==> config.mk <==
export PLATFORM = sky130hd
export DESIGN_NAME = regFile
export DESIGN_NICKNAME = d
export VERILOG_FILES = /design/src/hw/regFile.sv
export VERILOG_INCLUDE_DIRS = /design/src /design/src/hw
export SDC_FILE = /design/constraint.sdc
export NUM_CORES = 1
export LEC_CHECK = 0
export ABC_AREA = 1
export BUFFER_PORTS_ARGS = -buffer_cell sky130_fd_sc_hd__buf_2
export CELL_PAD_IN_SITES_DETAIL_PLACEMENT = 0
export CELL_PAD_IN_SITES_GLOBAL_PLACEMENT = 1
export CORE_MARGIN = 4
export CORE_UTILIZATION = 50
export DETAILED_ROUTE_END_ITERATION = 16
export PLACE_DENSITY = 0.85
export SKIP_CTS_REPAIR_TIMING = 1
export SKIP_LAST_GASP = 1
export SYNTH_ARGS = -nofsm -noshare
export SYNTH_HDL_FRONTEND = slang
export SYNTH_SLANG_ARGS = --single-unit
==> constraint.sdc <==
create_clock -name clock -period 1.46 [get_ports clock]
set_clock_uncertainty 0.05 [all_clocks]
set_input_delay 0 -clock clock [delete_from_list [all_inputs] [get_ports clock]]
set_output_delay 0 -clock clock [all_outputs]
set_load 0.02 [all_outputs]
==> src/hw/cpu_params.svh <==
`ifndef CPU_PARAMS_SVH
`define CPU_PARAMS_SVH

// data path and bus width
`define WORD_W 32

// general purpose registers R0..R15
`define NUM_REGS 16

// program and data share one memory
`define MEM_DEPTH 256

// address bits for MAR and the loader port
`define MEM_AW 8

// first fetch address after reset
`define PC_RESET 0

`endif

==> src/hw/regFile.sv <==
`timescale 1ns/1ps
`include "cpu_params.svh"

module regFile (
    input  logic                 clock,
    input  logic                 rst,
    input  logic [`NUM_REGS-1:0] wrEn,
    input  logic [`NUM_REGS-1:0] rdSel,
    input  logic                 baOut,
    input  logic [`WORD_W-1:0]   busIn,
    output logic [`WORD_W-1:0]   rdData
);

    logic [`WORD_W-1:0] regs [`NUM_REGS];

    always_ff @(posedge clock) begin
        if (rst) begin
            for (int i = 0; i < `NUM_REGS; i++) begin
                regs[i] <= '0;
            end
        end else begin
            for (int i = 0; i < `NUM_REGS; i++) begin
                if (wrEn[i]) begin
                    regs[i] <= busIn;
                end
            end
        end
    end

    always_comb begin
        rdData = '0;
        for (int i = 1; i < `NUM_REGS; i++) begin
            if (rdSel[i]) begin
                rdData = regs[i];
            end
        end
        // R0 used as a base gives address zero
        if (rdSel[0] && !baOut) begin
            rdData = regs[0];
        end
    end

    // selects come from the IR decoder, one register at a time
    assert property (@(posedge clock) disable iff (rst) $onehot0(wrEn))
        else $error("regFile: wrEn not one-hot");
    assert property (@(posedge clock) disable iff (rst) $onehot0(rdSel))
        else $error("regFile: rdSel not one-hot");

endmodule

==> metrics.txt <==
status finished with violations; failing checks setup timing; clock sinks 512; biggest regs regs: 512 flops; nets@finish 2452; vias in the first global route 16150; Worst Max-Slew Pin Slew 0.5495 ns; worst path cell trace a21oi_2 -> nand2_1 -> nand2_1 -> nand2_1 -> nand3_1 -> nand3_1 -> nand3_2 -> nand3_2 -> nand3_2 -> nand3_2 -> nand3_2 -> nand3_1 -> nand2_1 -> nand2_1 -> nand2_1 -> nand2_1 -> buf_4; Yosys cell types 28; Mapped Area 0.02350 mm²; CP max-delay cell edfxtp_1; DR iter-0 viols 1229; largest family of logic cells by synthesized area simple AND/OR/NAND/NOR gates; maximum vdd ir drop 0.8096 mV; Port Buffers 98; fin crit period 2.428 ns; Starting Density 50.58%; I/O pins 99; DPL Wire Length 36220 µm; synthesized flop and latch total 512; PD cells 1247 mW/mm²; setup violators final 32; H-tree lvl count 2; ratio of cells with drive above 1 in the final layout 26.48%; most frequent cells in the layout edfxtp_1 (512), nor2_1 (416), nand2_1 (403), nand3_2 (144), nand3_1 (144); initial antenna violation count 0; Crit Path Max Fanout 1; Via density 5.322; total gr overflow 0; Worst Path Buf+Inv 1; top cell family by delay on the critical path simple AND/OR/NAND/NOR gates; area share of fa/ha/maj cells after synthesis 0%; commonest non-fill, non-tap cell in the layout edfxtp_1; # fillers 3748; Vias 16150; GP Congestion 0.7993; post-synthesis mux area share 0%; global-route wire length before repair 87810 µm; Max Cap Viol 0; PnR worst setup slack -0.9684 ns; Mapped Cells 2226; Area Overhead vs Synth 18.98%; Clock Path Buffers 3; post-DR wirelength/cell 18.83 µm; Syn Nets 2293; Post-Place Cell Area 0.02496 mm²; hold depth 4; Clock Tree Root clkbuf_16; slew margin rel. 63.33%; syn avg cell area 10.56 µm²; Hold Fails Final Rpt 0; post-layout total power 34850 µW; DRC viols 0; hold_ws 0.09704 ns; CTS tree yes; CP startpoint kind flop; Synth Area in Compound Gates 3.440%; pin count of the biggest net entering global routing 52; period utilisation layout 166.3%; Worst setup EP type output port; final WL 57150 µm; Arr. time, crit path 2.38 ns; CP required 1.41 ns; Yosys warning total 0; Die Width 224.8 µm; type of the worst setup path reg -> out; Core Region 0.04646 mm²; DRT antenna net count 0; final non-filler cell area 0.02796 mm²; Reg with most FFs regs; crit-path max cell delay 0.39 ns; Achievable Freq 411.8 MHz; gr usage total 22.11%; TritonCTS buffer count 52; Slew Viols, Final 0; cell leakage power 0.01159 µW; RSZ-0062 raised after global routing true; Simple-Gate Fraction of Synth Area 23.25%; DIE AREA 0.05052 mm²; Die Y-Extent 224.8 µm; worst min path class in -> reg; Crit. path cell count 17; row count 79; Antenna diodes 0; flip-flop count of the largest register after layout 512; sequential cell area fraction in the yosys report 65.43%; Final Util 60.18%; CP dominant cell by count nand2_1; Post-Synth XOR/XNOR Area 0%; Worst-path clk slew 0.06 ns; Pre-Repair DR Iteration Count 5
per-stage QoR:
step	setup TNS [ns]	setup WS, ns	instances
final	-28.75	-0.9684	3035
after global routing	-35.05	-1.133	3035
after CTS	-32.44	-1.084	2980
after detailed placement	-13.32	-0.5504	2883
after global placement	-12.86	-0.5247	2883
after floorplan	0	0.05744	2226
metal layers:
layer | wire length, µm | vias to the layer above | global-route usage [%]
li1 | - | 7726 | -
met1 | 22770 | 7855 | 28.42
met2 | 29850 | 468 | 39.35
met3 | 2996 | 104 | 3.158
met4 | 1543 | 0 | 6.423
met5 | 0 | - | 0
synthesized netlist by cell type:
library cell    count  area share, %
clkinv_2            1          0.021
nand2_1           426            6.8
inv_1             102            1.6
dlygate4sd3_1       9           0.38
edfxtp_1          512             65
or2_2             112            3.0
nand3_2            31            1.3
clkbuf_4            3          0.096
clkbuf_8           25            1.5
clkinv_1            1          0.016
buf_12              1          0.085
inv_6               1          0.037
inv_2              34           0.54
dlygate4sd1_1       8           0.30
a21oi_1           126            2.7
nor2_2              1          0.027
buf_2              14           0.30
buf_8               2           0.13
nor2_1            416            6.6
dlymetal6s2s_1      1          0.053
bufinv_8            2           0.15
buf_4               8           0.26
nand3_1           257            5.5
bufbuf_8            5           0.40
a21oi_2             2          0.075
o21ai_0            32           0.68
buf_6              16           0.77
clkbuf_1           78            1.2
area by class of cell:
cell class	count	area [µm²]	area share, %
clock buffers	61	1356	4.851
multi-input cells	1403	7000	25.04
flip-flops and latches	512	15370	54.99
clock inverters	36	285.3	1.020
well taps	607	759.5	2.717
repair buffers	275	2618	9.363
inverters	141	563.0	2.014
final timing paths:
kind	startpoint	end
hold / removal	rst	regs[0][41]
setup / recovery	regs[0][67]	rdData[3]
power breakdown:
| group | switching, µW | total (µW) | internal, µW |
|---|---|---|---|
| sequential | 336 | 17900 | 17500 |
| clock | 5540 | 12900 | 7350 |
| combinational | 2570 | 4100 | 1520 |
cell families after synthesis:
group                  count (synthesis)
buffers and inverters                311
AND/OR/NAND/NOR                     1243
flip-flops                           512
AO/OA/AOI/OAI                        160
(Power assumes the default switching activity.)
