File: src/hw/cpu_params.svh
`ifndef CPU_PARAMS_SVH
`define CPU_PARAMS_SVH

// data path and bus width
`define WORD_W 32

// general purpose registers R0..R15
`define NUM_REGS 16

// program and data share one memory
`define MEM_DEPTH 256

// address bits for MAR and the loader port
`define MEM_AW 8

// first fetch address after reset
`define PC_RESET 0

`endif

File: src/hw/cpuPkg.sv
package cpuPkg;

    // unlisted codes fall into halt
    typedef enum logic [4:0] {
        opLd   = 5'd0,
        opLdi  = 5'd1,
        opSt   = 5'd2,
        opAdd  = 5'd3,
        opSub  = 5'd4,
        opAnd  = 5'd5,
        opOr   = 5'd6,
        opShr  = 5'd7,
        opAddi = 5'd8,
        opAndi = 5'd9,
        opBr   = 5'd10,
        opIn   = 5'd11,
        opOut  = 5'd12,
        opHalt = 5'd13
    } opcodeE;

    typedef enum logic [2:0] {
        aluAdd,
        aluSub,
        aluAnd,
        aluOr,
        aluShr,
        aluPassB
    } aluOpE;

    typedef enum logic [3:0] {
        srcReg,
        srcPc,
        srcMdr,
        srcZLow,
        srcInPort,
        srcCConst,
        srcNone
    } busSrcE;

    // one strobe set per step, driven by the control unit
    typedef struct packed {
        logic  gra;
        logic  grb;
        logic  grc;
        logic  rIn;
        logic  rOut;
        logic  baOut;
        logic  pcOut;
        logic  mdrOut;
        logic  zOut;
        logic  inPortOut;
        logic  cOut;
        logic  pcIn;
        logic  irIn;
        logic  marIn;
        logic  mdrIn;
        logic  yIn;
        logic  zIn;
        logic  outPortIn;
        logic  conIn;
        logic  incPc;
        logic  memRead;
        logic  memWrite;
        aluOpE aluOp;
    } ctrlS;

    // rc sits in the top of the immediate field
    typedef struct packed {
        logic [3:0]  rc;
        logic [14:0] spare;
    } rcFieldS;

    // low 19 bits seen either as rc or as the constant
    typedef union packed {
        rcFieldS     f;
        logic [18:0] imm;
    } tailU;

    typedef struct packed {
        opcodeE     opcode;
        logic [3:0] ra;
        logic [3:0] rb;
        tailU       tail;
    } instrS;

endpackage

File: src/hw/alu.sv
`timescale 1ns/1ps
`include "cpu_params.svh"

module alu import cpuPkg::*; (
    input  logic [`WORD_W-1:0] a,
    input  logic [`WORD_W-1:0] b,
    input  aluOpE              op,
    output logic [`WORD_W-1:0] result
);

    localparam int ShW = $clog2(`WORD_W);

    // a is Y, b is the bus
    always_comb begin
        case (op)
            // add and sub simply wrap
            aluAdd:  result = a + b;
            aluSub:  result = a - b;
            aluAnd:  result = a & b;
            aluOr:   result = a | b;
            // logical shift, amount from low bits of b
            aluShr:  result = a >> b[ShW-1:0];
            aluPassB: result = b;
            default: result = b;
        endcase
    end

endmodule

File: config.mk
export PLATFORM = sky130hd
export DESIGN_NAME = alu
export DESIGN_NICKNAME = d
export VERILOG_FILES = /design/src/hw/cpuPkg.sv /design/src/hw/alu.sv
export VERILOG_INCLUDE_DIRS = /design/src /design/src/hw
export SDC_FILE = /design/constraint.sdc
export NUM_CORES = 1
export LEC_CHECK = 0
export ABC_AREA = 1
export BUFFER_PORTS_ARGS = -buffer_cell sky130_fd_sc_hd__buf_2
export CAP_MARGIN = 20
export CORE_MARGIN = 2
export CORE_UTILIZATION = 45
export DETAILED_ROUTE_END_ITERATION = 8
export PLACE_DENSITY = 0.64
export SETUP_SLACK_MARGIN = 0.4
export SYNTH_ARGS = -nofsm -noshare
export SYNTH_HDL_FRONTEND = slang
export SYNTH_SLANG_ARGS = --single-unit
File: constraint.sdc
create_clock -name vclk -period 8.8
set_input_delay 0.88 -clock vclk [all_inputs]
set_output_delay 0.88 -clock vclk [all_outputs]
set_load 0.01 [all_outputs]
==> summary.md <==
| Metric | Value |
|---|---|
| Status | completed |
| First-pass GRT wire length | 38940 um |
| Grt ovf | 0 |
| Synthesized area per cell | 4.839 um2 |
| Leading area contributor after synthesis | nand2_1 |
| Final Max Tran Viols | 0 |
| Total iterations of the first detailed-routing run | 6 |
| Final layout net count | 1416 |
| Maximum vdd ir drop | 0.03580 mV |
| CP endpoint kind | primary output |
| CTS resizes | 0 |
| DP HPWL | 20210 um |
| Synthesized instance count | 1254 |
| 1st-iter DRT viols | 955 |
| Maxcap violations | 0 |
| Largest net degree at the start of global routing | 42 |
| Final Hold Vio Count | 0 |
| Area share of the largest cell type after synthesis | 27.53% |
| Final Wtd Congestion | 1.020 |
| Core box area | 13190 um2 |
| Syn_nets | 1356 |
| Ports | 99 |
| Register area | 0 um2 |
| Die height | 120.1 um |
| Startpoint types | input port |
| Tmin final | 5.618 ns |
| Max Freq | 0.1780 GHz |
| Clkbuf count | 0 |
| Ant. Diodes | 0 |
| Routed len/inst | 16.60 um |
| Crit path kind | in -> out |
| Worst-margin pin slew | 1.030 ns |
| Critical path required time | 7.92 ns |
| Die Span X | 120.1 um |
| DIE AREA | 14430 um2 |
| Dpl cells | 1488 |
| RSZ-0062 raised after global routing | no |
| Number of global-route vias before repair | 7479 |
| Crit-path max FO | 37 |
| Seq cells | 0 |
| Period utilisation layout | 63.84% |
| Final Util | 49.92% |
| Syn Std Cell Area | 6068 um2 |
| Via Count | 8373 |
| Power Dens Cells | 71.75 nW/um2 |
| Post-place setup slack | 3.279 ns |
| DRC | 0 |
| Slew headroom | 31.09% |
| Library cells used by synthesis | 48 |
| YS warnings | 0 |
| Worst Path Arrival | 4.74 ns |
| Synth area leaders | nand2_1 28%, nand3_1 14%, inv_1 9.7%, ha_1 7.0%, nor2_1 6.4% |
| Share of cells above drive strength 1 | 12.20% |
| Fin Setup TNS | 0 ns |
| Total setup buffers inserted after CTS | 0 |
| Wirelength, routed | 24700 um |
| PnR worst setup slack | 3.182 ns |
| HP Class | in -> out |
| Initial antenna violation count | 0 |
| Final setup fails | 0 |
| Gr usage total | 33.52% |
| Cell Count, Final, Fillers Out | 1488 |
| Antenna-violating nets left | 0 |
| Layout area overhead | 8.516% |
| Cts hold-fix bufs | 0 |
| Leak | 3.690 nW |
| Row Count | 42 |
| Initial core utilization | 46.01% |
| Sequential area share after synthesis | 0% |
| PortBufs | 99 |
| Commonest non-fill, non-tap cell in the layout | nand2_1 |
| Most frequent cells in the layout | 445 x nand2_1, 172 x nand3_1, 157 x inv_1 |
| Routed vias/inst | 5.627 |
-- power breakdown --
part	internal, mW	switching, mW
clock network	0	0
logic	0.153	0.320
registers	0	0
total	0.153	0.320
-- critical path, cell delays in order --
cell and delay, ns:
buf_2 0.54, inv_2 0.42, ha_1 0.36, nand3_4 0.12, nor2_4 0.06, nand2_2 0.10, nor2_4 0.06, nand2_2 0.08
nand2_2 0.07, xor2_1 0.18, ha_1 0.39, nand2_1 0.12, nor2_1 0.15, inv_1 0.09, nor3_1 0.27, nand3_1 0.20
nand3_1 0.13, nand2_1 0.05, nand3_1 0.12, nand4_1 0.15, buf_2 0.17
-- layer usage --
| layer | share of wire, % | vias to the layer above | wire length (um) | track usage, % |
|---|---|---|---|---|
| met5 | 0 | - | 0 | 0 |
| met4 | 3.7 | 0 | 920 | 10.44 |
| met3 | 9.2 | 66 | 2262 | 2.329 |
| met2 | 44 | 431 | 10890 | 53.98 |
| met1 | 43 | 3710 | 10620 | 47.45 |
| li1 | - | 4166 | - | - |
-- area by class of cell --
| type | instances | area, um2 |
|---|---|---|
| multi-input combinational | 1037 | 5191 |
| inverter | 173 | 655.6 |
| fill | 1534 | 6605 |
| timing repair buffer | 102 | 518.0 |
| tap | 176 | 220.2 |
-- stage by stage --
step | hold slack, ns | power [mW] | area (um2)
2_1_floorplan | 1.884 | 0.3154 | 6068
3_3_place_gp | 2.132 | 0.4562 | 6585
3_5_place_dp | 2.132 | 0.4589 | 6585
4_1_cts | 2.132 | 0.4609 | 6585
5_1_grt | 2.158 | 0.5251 | 6585
6_report | 2.138 | 0.4725 | 6585
-- cell usage after synthesis (2+ instances only) --
| cell type | n |
|---|---|
| nand2_1 | 445 |
| nand3_1 | 172 |
| inv_1 | 157 |
| nor2_1 | 104 |
| o21ai_0 | 46 |
| a21oi_1 | 40 |
| nand4_1 | 37 |
| ha_1 | 34 |
| o21ai_1 | 29 |
| buf_2 | 23 |
| xor2_1 | 22 |
| clkbuf_1 | 14 |
| nor3_1 | 12 |
| inv_2 | 11 |
| or2_2 | 10 |
| nand3b_1 | 9 |
| o21bai_1 | 8 |
| nor2_4 | 7 |
| or2_1 | 7 |
| nand2_2 | 6 |
| o21ai_2 | 6 |
| a31oi_1 | 5 |
| buf_6 | 5 |
| nor2_2 | 5 |
| xnor2_1 | 5 |
| and2_1 | 4 |
| clkinv_1 | 3 |
| nand3_2 | 3 |
| o211ai_1 | 3 |
| maj3_1 | 2 |
| o22ai_1 | 2 |
| o31ai_1 | 2 |
-- final timing paths --
check | end | slack [ns] | start | depth (start not counted)
worst max-delay path | result[24] | 3.18 | b[1] | 21
worst min-delay path | result[31] | 2.14 | b[31] | 4
-- kinds of logic after synthesis --
group	Yosys count	synth area share, %
fa+ha+maj	37	7.670
xor+xnor	27	3.897
compound gates	146	13.34
simple gates	827	60.41
buf+inv	217	14.68
Note: power is estimated with default switching activity, not from simulation.
