$ cat config.mk
export PLATFORM = sky130hd
export DESIGN_NAME = irDecode
export DESIGN_NICKNAME = d
export VERILOG_FILES = /design/src/hw/cpuPkg.sv /design/src/hw/irDecode.sv
export VERILOG_INCLUDE_DIRS = /design/src /design/src/hw
export SDC_FILE = /design/constraint.sdc
export NUM_CORES = 1
export LEC_CHECK = 0
export ABC_CLOCK_PERIOD_IN_PS = 2100
export BUFFER_PORTS_ARGS = -buffer_cell sky130_fd_sc_hd__buf_4
export CORE_UTILIZATION = 28
export DETAILED_ROUTE_END_ITERATION = 10
export PLACE_DENSITY = 0.95
export SLEW_MARGIN = 20
export SYNTH_ARGS = -nofsm -noshare
export SYNTH_HDL_FRONTEND = slang
export SYNTH_SLANG_ARGS = --single-unit
$ cat constraint.sdc
create_clock -name vclk -period 2.1
set_input_delay 0.42 -clock vclk [all_inputs]
set_output_delay 0.42 -clock vclk [all_outputs]
set_load 0.01 [all_outputs]
$ cat src/hw/cpu_params.svh
`ifndef CPU_PARAMS_SVH
`define CPU_PARAMS_SVH

// data path and bus width
`define WORD_W 32

// general purpose registers R0..R15
`define NUM_REGS 16

// program and data share one memory
`define MEM_DEPTH 256

// address bits for MAR and the loader port
`define MEM_AW 8

// first fetch address after reset
`define PC_RESET 0

`endif

$ cat src/hw/cpuPkg.sv
package cpuPkg;

    // unlisted codes fall into halt
    typedef enum logic [4:0] {
        opLd   = 5'd0,
        opLdi  = 5'd1,
        opSt   = 5'd2,
        opAdd  = 5'd3,
        opSub  = 5'd4,
        opAnd  = 5'd5,
        opOr   = 5'd6,
        opShr  = 5'd7,
        opAddi = 5'd8,
        opAndi = 5'd9,
        opBr   = 5'd10,
        opIn   = 5'd11,
        opOut  = 5'd12,
        opHalt = 5'd13
    } opcodeE;

    typedef enum logic [2:0] {
        aluAdd,
        aluSub,
        aluAnd,
        aluOr,
        aluShr,
        aluPassB
    } aluOpE;

    typedef enum logic [3:0] {
        srcReg,
        srcPc,
        srcMdr,
        srcZLow,
        srcInPort,
        srcCConst,
        srcNone
    } busSrcE;

    // one strobe set per step, driven by the control unit
    typedef struct packed {
        logic  gra;
        logic  grb;
        logic  grc;
        logic  rIn;
        logic  rOut;
        logic  baOut;
        logic  pcOut;
        logic  mdrOut;
        logic  zOut;
        logic  inPortOut;
        logic  cOut;
        logic  pcIn;
        logic  irIn;
        logic  marIn;
        logic  mdrIn;
        logic  yIn;
        logic  zIn;
        logic  outPortIn;
        logic  conIn;
        logic  incPc;
        logic  memRead;
        logic  memWrite;
        aluOpE aluOp;
    } ctrlS;

    // rc sits in the top of the immediate field
    typedef struct packed {
        logic [3:0]  rc;
        logic [14:0] spare;
    } rcFieldS;

    // low 19 bits seen either as rc or as the constant
    typedef union packed {
        rcFieldS     f;
        logic [18:0] imm;
    } tailU;

    typedef struct packed {
        opcodeE     opcode;
        logic [3:0] ra;
        logic [3:0] rb;
        tailU       tail;
    } instrS;

endpackage

$ cat src/hw/irDecode.sv
`timescale 1ns/1ps
`include "cpu_params.svh"

module irDecode import cpuPkg::*; (
    input  instrS                instr,
    input  ctrlS                 ctrl,
    output logic [`NUM_REGS-1:0] regSel,
    output logic [`WORD_W-1:0]   cSignExt
);

    localparam int ImmW = 19;
    localparam int SelW = $clog2(`NUM_REGS);

    logic [SelW-1:0] regIdx;

    // register field picked by Gra/Grb/Grc
    always_comb begin
        regIdx = instr.ra;
        if (ctrl.grb) begin
            regIdx = instr.rb;
        end else if (ctrl.grc) begin
            regIdx = instr.tail.f.rc;
        end
    end

    // one-hot only when some field is requested
    assign regSel = (ctrl.gra || ctrl.grb || ctrl.grc) ?
                    (`NUM_REGS'(1) << regIdx) : '0;

    // 19-bit constant widened with its sign
    assign cSignExt = {{(`WORD_W - ImmW){instr.tail.imm[ImmW-1]}}, instr.tail.imm};

endmodule

==> summary.txt, run 1 <==
Layout
  – Commonest non-fill, non-tap cell in the layout: buf_4
  – Final instance area: 653.1 µm²
  – Share of layout cells above drive strength 1: 64.71%
  – Seq. cell area: 0 µm²
  – FF+latch count: 0
  – Most frequent cells in the layout: buf_4 (49), nor4_1 (16), nand2_1 (4)
  – Fin cells: 110
  – P&R area growth vs syn: 27.32%
  – Clock buffers: 0
  – Inserted Diodes: 0
  – Multi-input logic area: 250.2 µm²
  – Final #Nets: 144
  – Layout fillers: 197
  – Layout Utilization: 37.83%

Routing
  – TritonRoute pass-1 iters: 4
  – Post-route ant nets: 0
  – DRC violations left: 0
  – 1st-iter DRT viols: 7
  – Routed len/inst: 11.95 µm
  – Vias: 528
  – Via density: 4.800
  – WL final: 1315 µm

STA
  – Setup ws final: 0.1424 ns
  – Worst-margin pin slew: 0.5213 ns
  – Final period utilization: 93.22%
  – Sum Neg Setup Slack: 0 ns
  – Pins Over Slew Limit: 0
  – Relative slew slack: 65.01%
  – WHS: 0.8400 ns
  – Endpoints failing setup: 0
  – Final Hold Fails: 0
  – Peak Freq: 0.5108 GHz
  – Setup repair after global routing missed its margin: no
  – Min Tclk post-route: 1.958 ns

Synthesis
  – Synthesized Nets: 127
  – Post-synth cell types: 18
  – Seq/Total Area, Yosys: 0%
  – Post-Syn Area per Cell: 7.328 µm²
  – Cell taking the most area after synthesis: buf_4
  – Top cells by area, synth: buf_4 (48%), nor4_1 (20%), mux2i_1 (3.9%)
  – Ys Warns: 0
  – Post-Syn Instances: 70
  – Share of the synthesized area in the top cell type: 48.29%
  – Mapped cell area: 513.0 µm²

Min path
  – Worst Hold Class: in2out

Power and ir drop
  – Clock Power Share: 0%
  – Cell Pwr Density: 242.4 nW/µm²
  – Internal Power: 77.58 µW
  – Logic pwr share: 100.0%
  – Tot Pwr: 158.3 µW
  – Share of total power in sequential cells: 0%
  – Psw: 80.71 µW
  – Static leakage: 0.3125 nW
  – Net Sw Frac: 50.99%
  – VDD IR-drop max: 0.00007921 V

Place
  – Routability cong.: 0.7022
  – DP Wirelength: 1095 µm
  – Cells after DPL: 110
  – Setup Slack @ Placement: 0.1635 ns
  – Port Buffer Count: 48
  – Cell Area, Placed: 653.1 µm²

Global route
  – Vias in the first global route: 424
  – Overall routing resource usage: 11.30%
  – Initial antenna violation count: 0
  – First-pass GRT wire length: 1807 µm
  – Overflow after GRT: 0
  – Largest net degree at the start of global routing: 17

Outcome
  – Status: complete, no violations

CTS
  – Postcts setup bufs: 0
  – Cts hold-fix bufs: 0
  – Post_cts resized: 0

Floorplan
  – Num rows: 15
  – Ports: 105
  – Die area: 2007 µm²
  – Die X-Extent: 44.81 µm
  – Chip height: 44.81 µm
  – Initial Util: 29.71%
  – Core Region: 1727 µm²

Worst setup path
  – Worst-path fanout max: 8
  – Worst path required time: 1.68 ns
  – Crit path from: ctrl[22]
  – Crit Path Class: in2out
  – CP arrival: 1.54 ns
  – Worst setup path end: regSel[9]
  – CP startpoint kind: primary input
  – Worst Setup End Kind: output pin

Flow run
  – Max Cap Viol: 0
## cells in the mapped netlist, drive strengths merged
library cell,instances
a21oi,1
a22o,1
buf,34
inv,1
mux2i,3
nand2,4
nand3b,1
nor2b,1
nor3b,1
nor4,16
o21a,3
o21ai,3
o31ai,1
## critical path: stages
cell,delay [ns]
buf_4,0.13
mux2i_2,0.29
o21ai_2,0.16
nor4_1,0.35
buf_4,0.18
## power groups by stage
stage	Clock, mW	Sequential (mW)	Combinational, mW
global route	0	0	0.170
finish	0	0	0.158
floorplan	0	0	0.130
global placement	0	0	0.154
detailed placement	0	0	0.159
CTS	0	0	0.160
## worst min path at each step
stage	startpoint	end	slack [ns]	depth (start not counted)
final	instr[12]	cSignExt[12]	0.84	0
after global routing	instr[7]	cSignExt[7]	0.84	0
after CTS	instr[0]	cSignExt[0]	0.84	0
after detailed placement	instr[0]	cSignExt[0]	0.84	0
after global placement	instr[0]	cSignExt[0]	0.84	0
after floorplan	instr[0]	cSignExt[0]	0.93	1
## cell type report
cell class | instances | share of cell area [%]
tap | 25 | 4.789
inverter | 1 | 0.5747
multi-input combinational | 35 | 38.31
timing repair buffer | 49 | 56.32
## kinds of logic (layout without fill, tap and decap cells)
kind of cell / count (synthesis) / count (layout) / share of synthesized area (%)
mux: 3 / 3 / 6.585
compound gates: 9 / 9 / 15.61
simple gates: 23 / 23 / 26.59
buf+inv: 35 / 50 / 51.22
## per-layer routing
metal	global-route usage, %	wire length (µm)	vias to the layer above
li1	-	-	254
met1	13.29	503	223
met2	21.76	616	43
met3	0.8000	167	8
met4	3.030	28	0
met5	0	0	-
Note: power is estimated with default switching activity, not from simulation.
==> run 2, diff against run 1 <==
Settings changed: CORE_MARGIN from default to 1.5.
==> summary.txt, run 2 (synthesized netlist as in run 1, its figures left out) <==
Outcome
  – Status: complete, no violations

Layout
  – Clock buffers: 0 (unchanged)
  – Commonest non-fill, non-tap cell in the layout: buf_4
  – P&R area growth vs syn: 27.32% (unchanged)
  – Most frequent cells in the layout: buf_4 (49), nor4_1 (16), nand2_1 (4)
  – Share of layout cells above drive strength 1: 64.71% (unchanged)
  – Final #Nets: 144 (unchanged)
  – Inserted Diodes: 0 (unchanged)
  – FF+latch count: 0 (unchanged)
  – Seq. cell area: 0 µm² (unchanged)

Floorplan
  – Num rows: 15 (unchanged)
  – Die X-Extent: 45.81 µm (+2.2%)
  – Initial Util: 29.71% (unchanged)
  – Ports: 105 (unchanged)
  – Chip height: 45.81 µm (+2.2%)
  – Die area: 2098 µm² (+4.5%)
  – Core Region: 1727 µm² (unchanged)

CTS
  – Post_cts resized: 0 (unchanged)
  – Postcts setup bufs: 0 (unchanged)
  – Cts hold-fix bufs: 0 (unchanged)

Routing
  – WL final: 1399 µm (+6.4%)
  – Routed len/inst: 12.72 µm (+6.4%)
  – Via density: 4.764 (-0.76%)
  – DRC violations left: 0 (unchanged)
  – 1st-iter DRT viols: 1 (-6)
  – Post-route ant nets: 0 (unchanged)
  – TritonRoute pass-1 iters: 3 (-1)
  – Vias: 524 (-0.76%)

STA
  – WHS: 0.8400 ns (unchanged)
  – Peak Freq: 0.5083 GHz (-0.49%)
  – Min Tclk post-route: 1.967 ns (+0.009692 ns)
  – Setup ws final: 0.1327 ns (-0.009692 ns)
  – Pins Over Slew Limit: 0 (unchanged)
  – Sum Neg Setup Slack: 0 ns (unchanged)
  – Final Hold Fails: 0 (unchanged)
  – Setup repair after global routing missed its margin: no
  – Worst-margin pin slew: 0.5813 ns (+0.06000 ns)
  – Final period utilization: 93.68% (+0.46 points)
  – Endpoints failing setup: 0 (unchanged)
  – Relative slew slack: 60.98% (-4.0 points)

Flow run
  – Max Cap Viol: 0 (unchanged)

Worst setup path
  – Worst path max stage delay: 0.35 ns (about the same)
  – Worst path required time: 1.68 ns (about the same)
  – Most frequent CP cell: buf_4
  – Slowest CP cell: nor4_1
  – Crit Path Class: in2out
  – Worst-path fanout max: 8 (unchanged)
  – Worst Setup End Kind: output pin
  – Cell Chain, Critical Path: buf_4 > mux2i_2 > o21ai_2 > nor4_1 > buf_4
  – Delay-heaviest family, CP: simple AND/OR/NAND/NOR gates
  – CP arrival: 1.55 ns (about the same)
  – CP startpoint kind: primary input
  – CP bufs+invs: 2 (unchanged)

Place
  – Routability cong.: 0.6414 (-8.7%)
  – Setup Slack @ Placement: 0.1462 ns (-0.01730 ns)
  – Port Buffer Count: 48 (unchanged)
  – DP Wirelength: 1171 µm (+6.9%)

Power and ir drop
  – VDD IR-drop max: 0.00008404 V (+6.1%)
  – Cell Pwr Density: 245.1 nW/µm² (+1.1%)
  – Static leakage: 0.3125 nW (unchanged)

Global route
  – Largest net degree at the start of global routing: 17 (unchanged)
  – Overflow after GRT: 0 (unchanged)
  – Initial antenna violation count: 0 (unchanged)
  – First-pass GRT wire length: 1897 µm (+5.0%)
  – Vias in the first global route: 429 (+1.2%)
  – Overall routing resource usage: 11.47% (+0.17 points)

Min path
  – Worst Hold Class: in2out
[run 2: cell counts in the layout (fill, tap and decap cells not counted)]
Identical to the previous run, type by type.
[run 2: metrics by stage]
step	cell area (µm²)	instances	utilization [%]	total power [mW]
6_report	653.1	110	37.83	0.1601
3_5_place_dp	653.1	110	37.83	0.1603
5_1_grt	653.1	110	37.83	0.1717
2_1_floorplan	513.0	70	-	0.1301
4_1_cts	653.1	110	37.83	0.1609
3_3_place_gp	653.1	110	37.83	0.1547
[run 2: final timing paths]
| check | start | endpoint | slack (ns) | cells after the start |
|---|---|---|---|---|
| worst max-delay path | ctrl[22] | regSel[1] | 0.13 | 5 |
| worst min-delay path | instr[10] | cSignExt[10] | 0.84 | 0 |
[run 2: final cells by class]
class / count / area, µm²
inverters: 1 / 3.754
fillers: 192 / 1074
multi-input cells: 35 / 250.2
well taps: 25 / 31.28
repair buffers: 49 / 367.9
[run 2: layer usage]
| metal | global-route usage [%] | up-vias | wire length [µm] |
|---|---|---|---|
| met5 | 0 | - | 0 |
| met4 | 2.857 | 0 | 25 |
| met3 | 1.190 | 8 | 207 |
| met2 | 23.38 | 47 | 659 |
| met1 | 12.09 | 214 | 506 |
| li1 | - | 255 | - |
[run 2: power by group]
part / internal (mW) / total [mW] / switching [mW]
clock: 0 / 0 / 0
sequential: 0 / 0 / 0
combinational: 0.0776 / 0.160 / 0.0825
