## src/hw/cpu_params.svh

```systemverilog
`ifndef CPU_PARAMS_SVH
`define CPU_PARAMS_SVH

// data path and bus width
`define WORD_W 32

// general purpose registers R0..R15
`define NUM_REGS 16

// program and data share one memory
`define MEM_DEPTH 256

// address bits for MAR and the loader port
`define MEM_AW 8

// first fetch address after reset
`define PC_RESET 0

`endif

```

## src/hw/cpuPkg.sv

```systemverilog
package cpuPkg;

    // unlisted codes fall into halt
    typedef enum logic [4:0] {
        opLd   = 5'd0,
        opLdi  = 5'd1,
        opSt   = 5'd2,
        opAdd  = 5'd3,
        opSub  = 5'd4,
        opAnd  = 5'd5,
        opOr   = 5'd6,
        opShr  = 5'd7,
        opAddi = 5'd8,
        opAndi = 5'd9,
        opBr   = 5'd10,
        opIn   = 5'd11,
        opOut  = 5'd12,
        opHalt = 5'd13
    } opcodeE;

    typedef enum logic [2:0] {
        aluAdd,
        aluSub,
        aluAnd,
        aluOr,
        aluShr,
        aluPassB
    } aluOpE;

    typedef enum logic [3:0] {
        srcReg,
        srcPc,
        srcMdr,
        srcZLow,
        srcInPort,
        srcCConst,
        srcNone
    } busSrcE;

    // one strobe set per step, driven by the control unit
    typedef struct packed {
        logic  gra;
        logic  grb;
        logic  grc;
        logic  rIn;
        logic  rOut;
        logic  baOut;
        logic  pcOut;
        logic  mdrOut;
        logic  zOut;
        logic  inPortOut;
        logic  cOut;
        logic  pcIn;
        logic  irIn;
        logic  marIn;
        logic  mdrIn;
        logic  yIn;
        logic  zIn;
        logic  outPortIn;
        logic  conIn;
        logic  incPc;
        logic  memRead;
        logic  memWrite;
        aluOpE aluOp;
    } ctrlS;

    // rc sits in the top of the immediate field
    typedef struct packed {
        logic [3:0]  rc;
        logic [14:0] spare;
    } rcFieldS;

    // low 19 bits seen either as rc or as the constant
    typedef union packed {
        rcFieldS     f;
        logic [18:0] imm;
    } tailU;

    typedef struct packed {
        opcodeE     opcode;
        logic [3:0] ra;
        logic [3:0] rb;
        tailU       tail;
    } instrS;

endpackage

```

## src/hw/busMux.sv

```systemverilog
`timescale 1ns/1ps
`include "cpu_params.svh"

module busMux import cpuPkg::*; (
    input  logic [`WORD_W-1:0] regData,
    input  logic [`WORD_W-1:0] pcData,
    input  logic [`WORD_W-1:0] mdrData,
    input  logic [`WORD_W-1:0] zData,
    input  logic [`WORD_W-1:0] inPortData,
    input  logic [`WORD_W-1:0] cData,
    input  ctrlS               ctrl,
    output logic [`WORD_W-1:0] bus
);

    busSrcE     src;
    logic [5:0] outReq;

    // register read covers both Rout and BAout
    assign outReq = {ctrl.rOut | ctrl.baOut, ctrl.pcOut, ctrl.mdrOut,
                     ctrl.zOut, ctrl.inPortOut, ctrl.cOut};

    // fixed priority, registers first
    always_comb begin
        if (outReq[5]) src = srcReg;
        else if (outReq[4]) src = srcPc;
        else if (outReq[3]) src = srcMdr;
        else if (outReq[2]) src = srcZLow;
        else if (outReq[1]) src = srcInPort;
        else if (outReq[0]) src = srcCConst;
        else src = srcNone;
    end

    always_comb begin
        case (src)
            srcReg:    bus = regData;
            srcPc:     bus = pcData;
            srcMdr:    bus = mdrData;
            srcZLow:   bus = zData;
            srcInPort: bus = inPortData;
            srcCConst: bus = cData;
            default:   bus = '0;
        endcase
    end

    // control unit drives a single source per step
    always_comb begin
        assert ($onehot0(outReq))
            else $error("busMux: several bus sources at once");
    end

endmodule

```

## config.mk

```make
export PLATFORM = sky130hd
export DESIGN_NAME = busMux
export DESIGN_NICKNAME = d
export VERILOG_FILES = /design/src/hw/cpuPkg.sv /design/src/hw/busMux.sv
export VERILOG_INCLUDE_DIRS = /design/src /design/src/hw
export SDC_FILE = /design/constraint.sdc
export NUM_CORES = 1
export LEC_CHECK = 0
export BUFFER_PORTS_ARGS = -buffer_cell sky130_fd_sc_hd__clkbuf_2
export CORE_AREA = 2 2 96 98
export DETAILED_ROUTE_END_ITERATION = 7
export DIE_AREA = 0 0 98 100
export PLACE_DENSITY = 0.53
export SYNTH_ARGS = -nofsm -noshare
export SYNTH_HDL_FRONTEND = slang
export SYNTH_SLANG_ARGS = --single-unit
```

## constraint.sdc

```tcl
create_clock -name vclk -period 3
set_input_delay 0.3 -clock vclk [all_inputs]
set_output_delay 0.3 -clock vclk [all_outputs]
set_load 0.02 [all_outputs]
```

==> results.yml, run 1 <==
outcome:
  status: "completed"
power:
  power.switching_uw: 209
  p_comb_share_pct: 100.0
  p_int_uw: 239
  p_clk_share_pct: 0
  power_density_mw_per_mm2: 163
  p_sw_share_pct: 46.6
  seqPwrFrac_pct: 0
  leakagePower_uw: 0.00158
  ir_drop_mv: 0.0927
layout:
  drive_gt1_share_pct: 67.6
  area_growth_pct: 79.9
  seq_cells: 0
  nClkBuffers: 0
  antenna_cells: 0
  regArea_um2: 0
  nets: 627
  utilization_pct: 30.9
setup_path:
  cpPeakStageDelay_ps: 530
  worstPathCellList: "clkbuf_2 > inv_1 > a21o_4 > mux2_2 > a221o_1 > clkbuf_2"
  cp-end-kind: "primary output"
  path_class: "input pin to primary output"
  crit_arrival_ps: 1970
  critPathSlowestCell: "a21o_4"
  crit_required_ps: 2700
  crit_path_start_kind: "input pin"
  worst_path_most_repeated_cell: "clkbuf_2"
  cp-startpoint: "ctrl[16]"
  crit_fanout: 32
yosys:
  synth.top_cells.by_area: "mux2_4 29%, a221o_1 21%, a22oi_1 16%"
  synth_top_area_share_pct: 29.5
  yosysTopAreaCell: "mux2_4"
  syn_nets: 411
  ys_seq_area_share_pct: 0
  synth_area_per_cell_um2: 7.87
  postSynthCellCount: 194
  synth_cell_type_count: 15
  yosys_warnings: 0
  synth.cell_area_mm2: 0.00153
global_route:
  grt_max_degree: 35
  grt_pass1_vias: 2413
  grt_use_total_pct: 13.7
  grt_first_pass_wirelength_um: 11300
  antenna_found_initial: 1
  grt-ovfl-total: 0
timing:
  setup_viol: 0
  fmax_ghz: 0.441
  slew_headroom_pct: 59.3
  finalSetupTns_ps: 0
  hold_viol: 0
  worst_pin_slew_ps: 610
  timing.final.crit_share_pct: 75.5
  period_minus_slack_ps: 2270
  drv_slew: 0
  grt_setup_unrepaired: "no"
place:
  gp_congestion: 0.736
  io_buffers: 231
  detailed_place_hpwl_um: 6190
floorplan:
  fp.dieW_um: 98
  rows: 35
  fp.coreArea_mm2: 0.00889
  die_h_um: 100
  die-area_mm2: 0.00980
  initial_core_util_pct: 17.2
  pin_count: 249
drt:
  drcViolationCount: 0
  via_count: 2498
  ant_nets: 0
  wl_per_cell_um: 14.8
  drtIter0Drc: 72
  routed_wl_um: 7680
  via_per_inst: 4.81
  firstDrtPassIters: 4
worst_hold_path:
  min_from: "zData[24]"
  hp-class: "input pin to primary output"
clock_network:
  cts_setup_buffers: 0
  cts_hold_buf: 0
  cts_resized: 0
flow_run:
  cap_violations: 0
power by group through the flow:
stage	logic [uW]	registers, uW	clock network, uW
after floorplan	260	0	0
after detailed placement	450	0	0
final	448	0	0
after global placement	444	0	0
after CTS	452	0	0
after global routing	485	0	0
per-stage QoR:
stage                     cell area, um^2  power [uW]  setup slack [ps]  std cells  hold slack (ps)
after CTS                            2750         452               700        519              957
after floorplan                      1530         260              1220        194              831
final                                2750         448               734        519              954
after detailed placement             2750         450               705        519              957
after global routing                 2750         485               661        519              967
after global placement               2750         444               745        519              954
critical path, delay by kind of cell:
kind | cells | cell delay, ps
AOI/OAI and AO/OA | 2 | 880
buffers and inverters | 3 | 380
muxes | 1 | 410
cell usage after synthesis:
library cell / number
a22oi_1: 32
nor3_2: 1
nor2_1: 36
inv_1: 1
a21oi_1: 32
buf_12: 3
a21o_4: 1
mux2_4: 30
nand2_1: 1
mux2_2: 2
nor2b_1: 1
a221o_1: 32
clkbuf_1: 15
nand2b_4: 1
buf_2: 6
kinds of logic after synthesis:
family	Yosys count	synth area share [%]
AO/OA/AOI/OAI	97	48.2
multiplexers	32	31.0
buffers and inverters	25	9.83
AND/OR/NAND/NOR	40	11.1
cells in the final DEF (no fill, tap or decap), types with 2 or more instances in the layout:
cell type / instances
a21oi_1: 32
clkbuf_2: 231
mux2_4: 30
a22oi_1: 32
mux2_2: 2
a221o_1: 32
nor2_1: 34
buf_4: 7
cell type report:
cell class,instances,area [um^2]
timing repair buffer,238,1210
tap,111,139
fill,975,6140
multi-input combinational,169,1400
inverter,1,3.75
final timing paths:
| check | endpoint | slack (ps) | depth (start not counted) |
|---|---|---|---|
| setup / recovery | bus[19] | 730 | 6 |
| hold / removal | bus[24] | 950 | 3 |
metal layers:
metal  track usage (%)  vias up  routed length, um
met5                 0        -                 12
met2              25.6      170               3820
met4              2.99        2                167
met1              16.5     1096               2950
met3              2.37       16                730
li1                  -     1214                  -
Power figures use the tool's default switching activity.
==> inputs of run 2 (changes only) <==
- PLACE_DENSITY: 0.53 -> 0.55
- clock period: 3 -> 2 ns (I/O delays scaled with it)
==> results.yml, run 2 (same netlist as run 1, synthesis figures left out) <==
global_route:
  antenna_found_initial: 0
  grt_max_degree: 35
  grt_use_total_pct: 14.2
  grt-ovfl-total: 0
  grt_first_pass_wirelength_um: 11600
  grt_pass1_vias: 2416
layout:
  final_common_cell: "clkbuf_2"
  drive_gt1_share_pct: 68.2
  nClkBuffers: 0
  final_cell_mix: "231 x clkbuf_2, 34 x nor2_1, 32 x a22oi_1, 32 x a21oi_1, 32 x a221o_1"
  antenna_cells: 0
  regArea_um2: 0
  finalInstanceArea_mm2: 0.00285
  nets: 634
  seq_cells: 0
  area_growth_pct: 86.6
  utilization_pct: 32.1
timing:
  setup_viol: 0
  hold_slack_ps: 753
  worst_pin_slew_ps: 331
  fmax_ghz: 0.539
  hold_viol: 0
  grt_setup_unrepaired: "no"
  finalSetupTns_ps: 0
  slew_headroom_pct: 77.9
  drv_slew: 0
  period_minus_slack_ps: 1860
  timing.final.crit_share_pct: 92.8
power:
  leakagePower_uw: 0.00163
  ir_drop_mv: 0.0799
  power_density_mw_per_mm2: 242
drt:
  via_count: 2480
  drtIter0Drc: 51
  via_per_inst: 4.71
  ant_nets: 0
  wl_per_cell_um: 14.7
  routed_wl_um: 7730
  firstDrtPassIters: 4
  drcViolationCount: 0
setup_path:
  path_class: "input pin to primary output"
  crit_path_start_kind: "input pin"
  crit_arrival_ps: 1660
  cp-end-kind: "primary output"
  crit_fanout: 10
  crit_required_ps: 1800
floorplan:
  rows: 35
  fp.dieW_um: 98
  die-area_mm2: 0.00980
  pin_count: 249
  fp.coreArea_mm2: 0.00889
  initial_core_util_pct: 17.2
  die_h_um: 100
clock_network:
  cts_hold_buf: 0
  cts_resized: 0
  cts_setup_buffers: 0
worst_hold_path:
  hp-class: "input pin to primary output"
place:
  gp_congestion: 0.773
  detailed_place_hpwl_um: 6460
  dpl_cell_area_mm2: 0.00285
  io_buffers: 231
flow_run:
  cap_violations: 0
outcome:
  status: "completed"
-- run 2: cell count changes in the layout (fill, tap and decap cells not counted) --
cell and change:
buf_4 +3, buf_12 +4
-- run 2: metal layers --
layer	GRT usage (%)	wire [um]	vias to the layer above
li1	-	-	1233
met1	17.5	2970	1100
met2	27.8	4060	143
met3	1.46	625	4
met4	1.07	67	0
met5	0	0	-
-- run 2: metrics by stage --
stage | setup slack [ps] | std cells | total power [uW]
final | 144 | 526 | 690
after global routing | 93.6 | 526 | 752
after CTS | 135 | 526 | 698
after detailed placement | 139 | 526 | 696
after global placement | 145 | 526 | 687
after floorplan | 419 | 194 | 390
-- run 2: report_power, final --
group	internal, uW	leakage (uW)	switching (uW)
clock network	0	0	0
registers	0	0	0
logic	375	0.00163	315
-- run 2: critical path, cell delays in order --
cell and delay [ps]:
clkbuf_2 90, nand2b_4 130, a21o_4 270, buf_12 170
mux2_4 300, a221o_1 330, clkbuf_2 170
-- run 2: final cells by class --
type               count  area [um^2]
fillers              973         6040
well taps            111          139
multi-input cells    169         1400
inverters              1         3.75
repair buffers       245         1310
-- run 2: path summary, 6_finish.rpt --
kind / to / slack [ps] / start / cells past startpoint
setup / recovery: bus[22] / 140 / ctrl[15] / 7
hold / removal: bus[20] / 750 / zData[20] / 3
==> inputs of run 3 (changes only) <==
- PLACE_DENSITY: 0.55 -> default
==> results.yml, run 3 (same netlist as run 1, synthesis figures left out) <==
place:
  gp_congestion: 0.721
  io_buffers: 231
  dp.cells: 519
  detailed_place_hpwl_um: 6350
layout:
  final_cell_mix: "228 x clkbuf_2, 34 x nor2_1"
  regArea_um2: 0
  area_growth_pct: 83.6
  drive_gt1_share_pct: 67.9
  final_common_cell: "clkbuf_2"
  seq_cells: 0
  nClkBuffers: 0
  antenna_cells: 0
  nets: 627
  final_cells: 519
power:
  leakagePower_uw: 0.00160
  power_density_mw_per_mm2: 245
  ir_drop_mv: 0.107
global_route:
  grt_max_degree: 65
  grt_pass1_vias: 2422
  antenna_found_initial: 0
  grt_use_total_pct: 14.4
  grt_first_pass_wirelength_um: 11700
  grt-ovfl-total: 0
timing:
  grt_setup_unrepaired: "yes"
  fmax_ghz: 0.508
  finalSetupTns_ps: 0
  drv_slew: 0
  worst_pin_slew_ps: 604
  hold_viol: 0
  setup_viol: 0
  timing.final.crit_share_pct: 98.3
  period_minus_slack_ps: 1970
  slew_headroom_pct: 59.7
setup_path:
  path_class: "input pin to primary output"
  cpPeakStageDelay_ps: 510
  path_buf_inv: 2
  path_delay_family: "compound AO/OA/AOI/OAI gates"
  cp-end-kind: "primary output"
  crit_fanout: 32
  crit_required_ps: 1800
  crit_path_start_kind: "input pin"
  crit_arrival_ps: 1770
  worstPathCellList: "clkbuf_2 > nand2b_4 > a21o_4 > mux2_4 > a221o_1 > buf_2"
  critPathSlowestCell: "a21o_4"
drt:
  via_count: 2565
  ant_nets: 0
  drtIter0Drc: 55
  routed_wl_um: 7980
  drcViolationCount: 0
  firstDrtPassIters: 4
  via_per_inst: 4.94
  wl_per_cell_um: 15.4
clock_network:
  cts_setup_buffers: 0
  cts_hold_buf: 0
flow_run:
  cap_violations: 0
floorplan:
  initial_core_util_pct: 17.2
  rows: 35
  pin_count: 249
  die-area_mm2: 0.00980
  die_h_um: 100
  fp.coreArea_mm2: 0.00889
  fp.dieW_um: 98
worst_hold_path:
  hp-class: "input pin to primary output"
outcome:
  status: "completed"
[run 3: changes by cell type in the layout (fill, tap and decap cells not counted), sizes merged]
cell,delta
buf,-4
clkbuf,-3
[run 3: metrics by stage]
stage	setup WS, ps	utilization [%]	area (um^2)	power [uW]	hold WS [ps]
detailed placement	-23.3	31.5	2800	687	757
finish	33.2	31.6	2810	687	754
global placement	-18.9	31.5	2800	674	751
floorplan	419	-	1530	390	631
CTS	13.7	31.5	2800	691	757
global route	-20.9	31.6	2810	745	770
[run 3: repair_timing]
action | CTS | global route
endpoints found under the setup margin | 1 | 4
gates cloned | 0 | 0
gates resized for setup | 1 | 5
[run 3: path summary, 6_finish.rpt]
path	slack, ps	start	end	depth (start not counted)
setup / recovery	30	ctrl[15]	bus[19]	6
hold / removal	750	zData[15]	bus[15]	3
[run 3: metal layers]
metal	global-route usage, %	share of wire, %	vias up	wire length [um]
met5	0	0	-	0
met4	2.46	1.6	0	130
li1	-	-	1215	-
met3	1.74	8.7	6	693
met1	17.4	39	1183	3130
met2	27.7	50	161	4030
[run 3: worst min-delay path: cells and delay by family]
kind,cells,cell delay (ps)
buffers and inverters,2,240
AO/OA/AOI/OAI,1,120
[run 3: final cells by class]
type               instances  area (um^2)
repair buffers           238         1260
fillers                  953         6080
multi-input cells        169         1400
well taps                111          139
inverters                  1         3.75
[run 3: report_power, final]
part	leakage (uW)	switching (uW)	internal, uW	total, uW
clock network	0	0	0	0
registers	0	0	0	0
logic	0.00160	319	368	687
total	0.00160	319	368	687
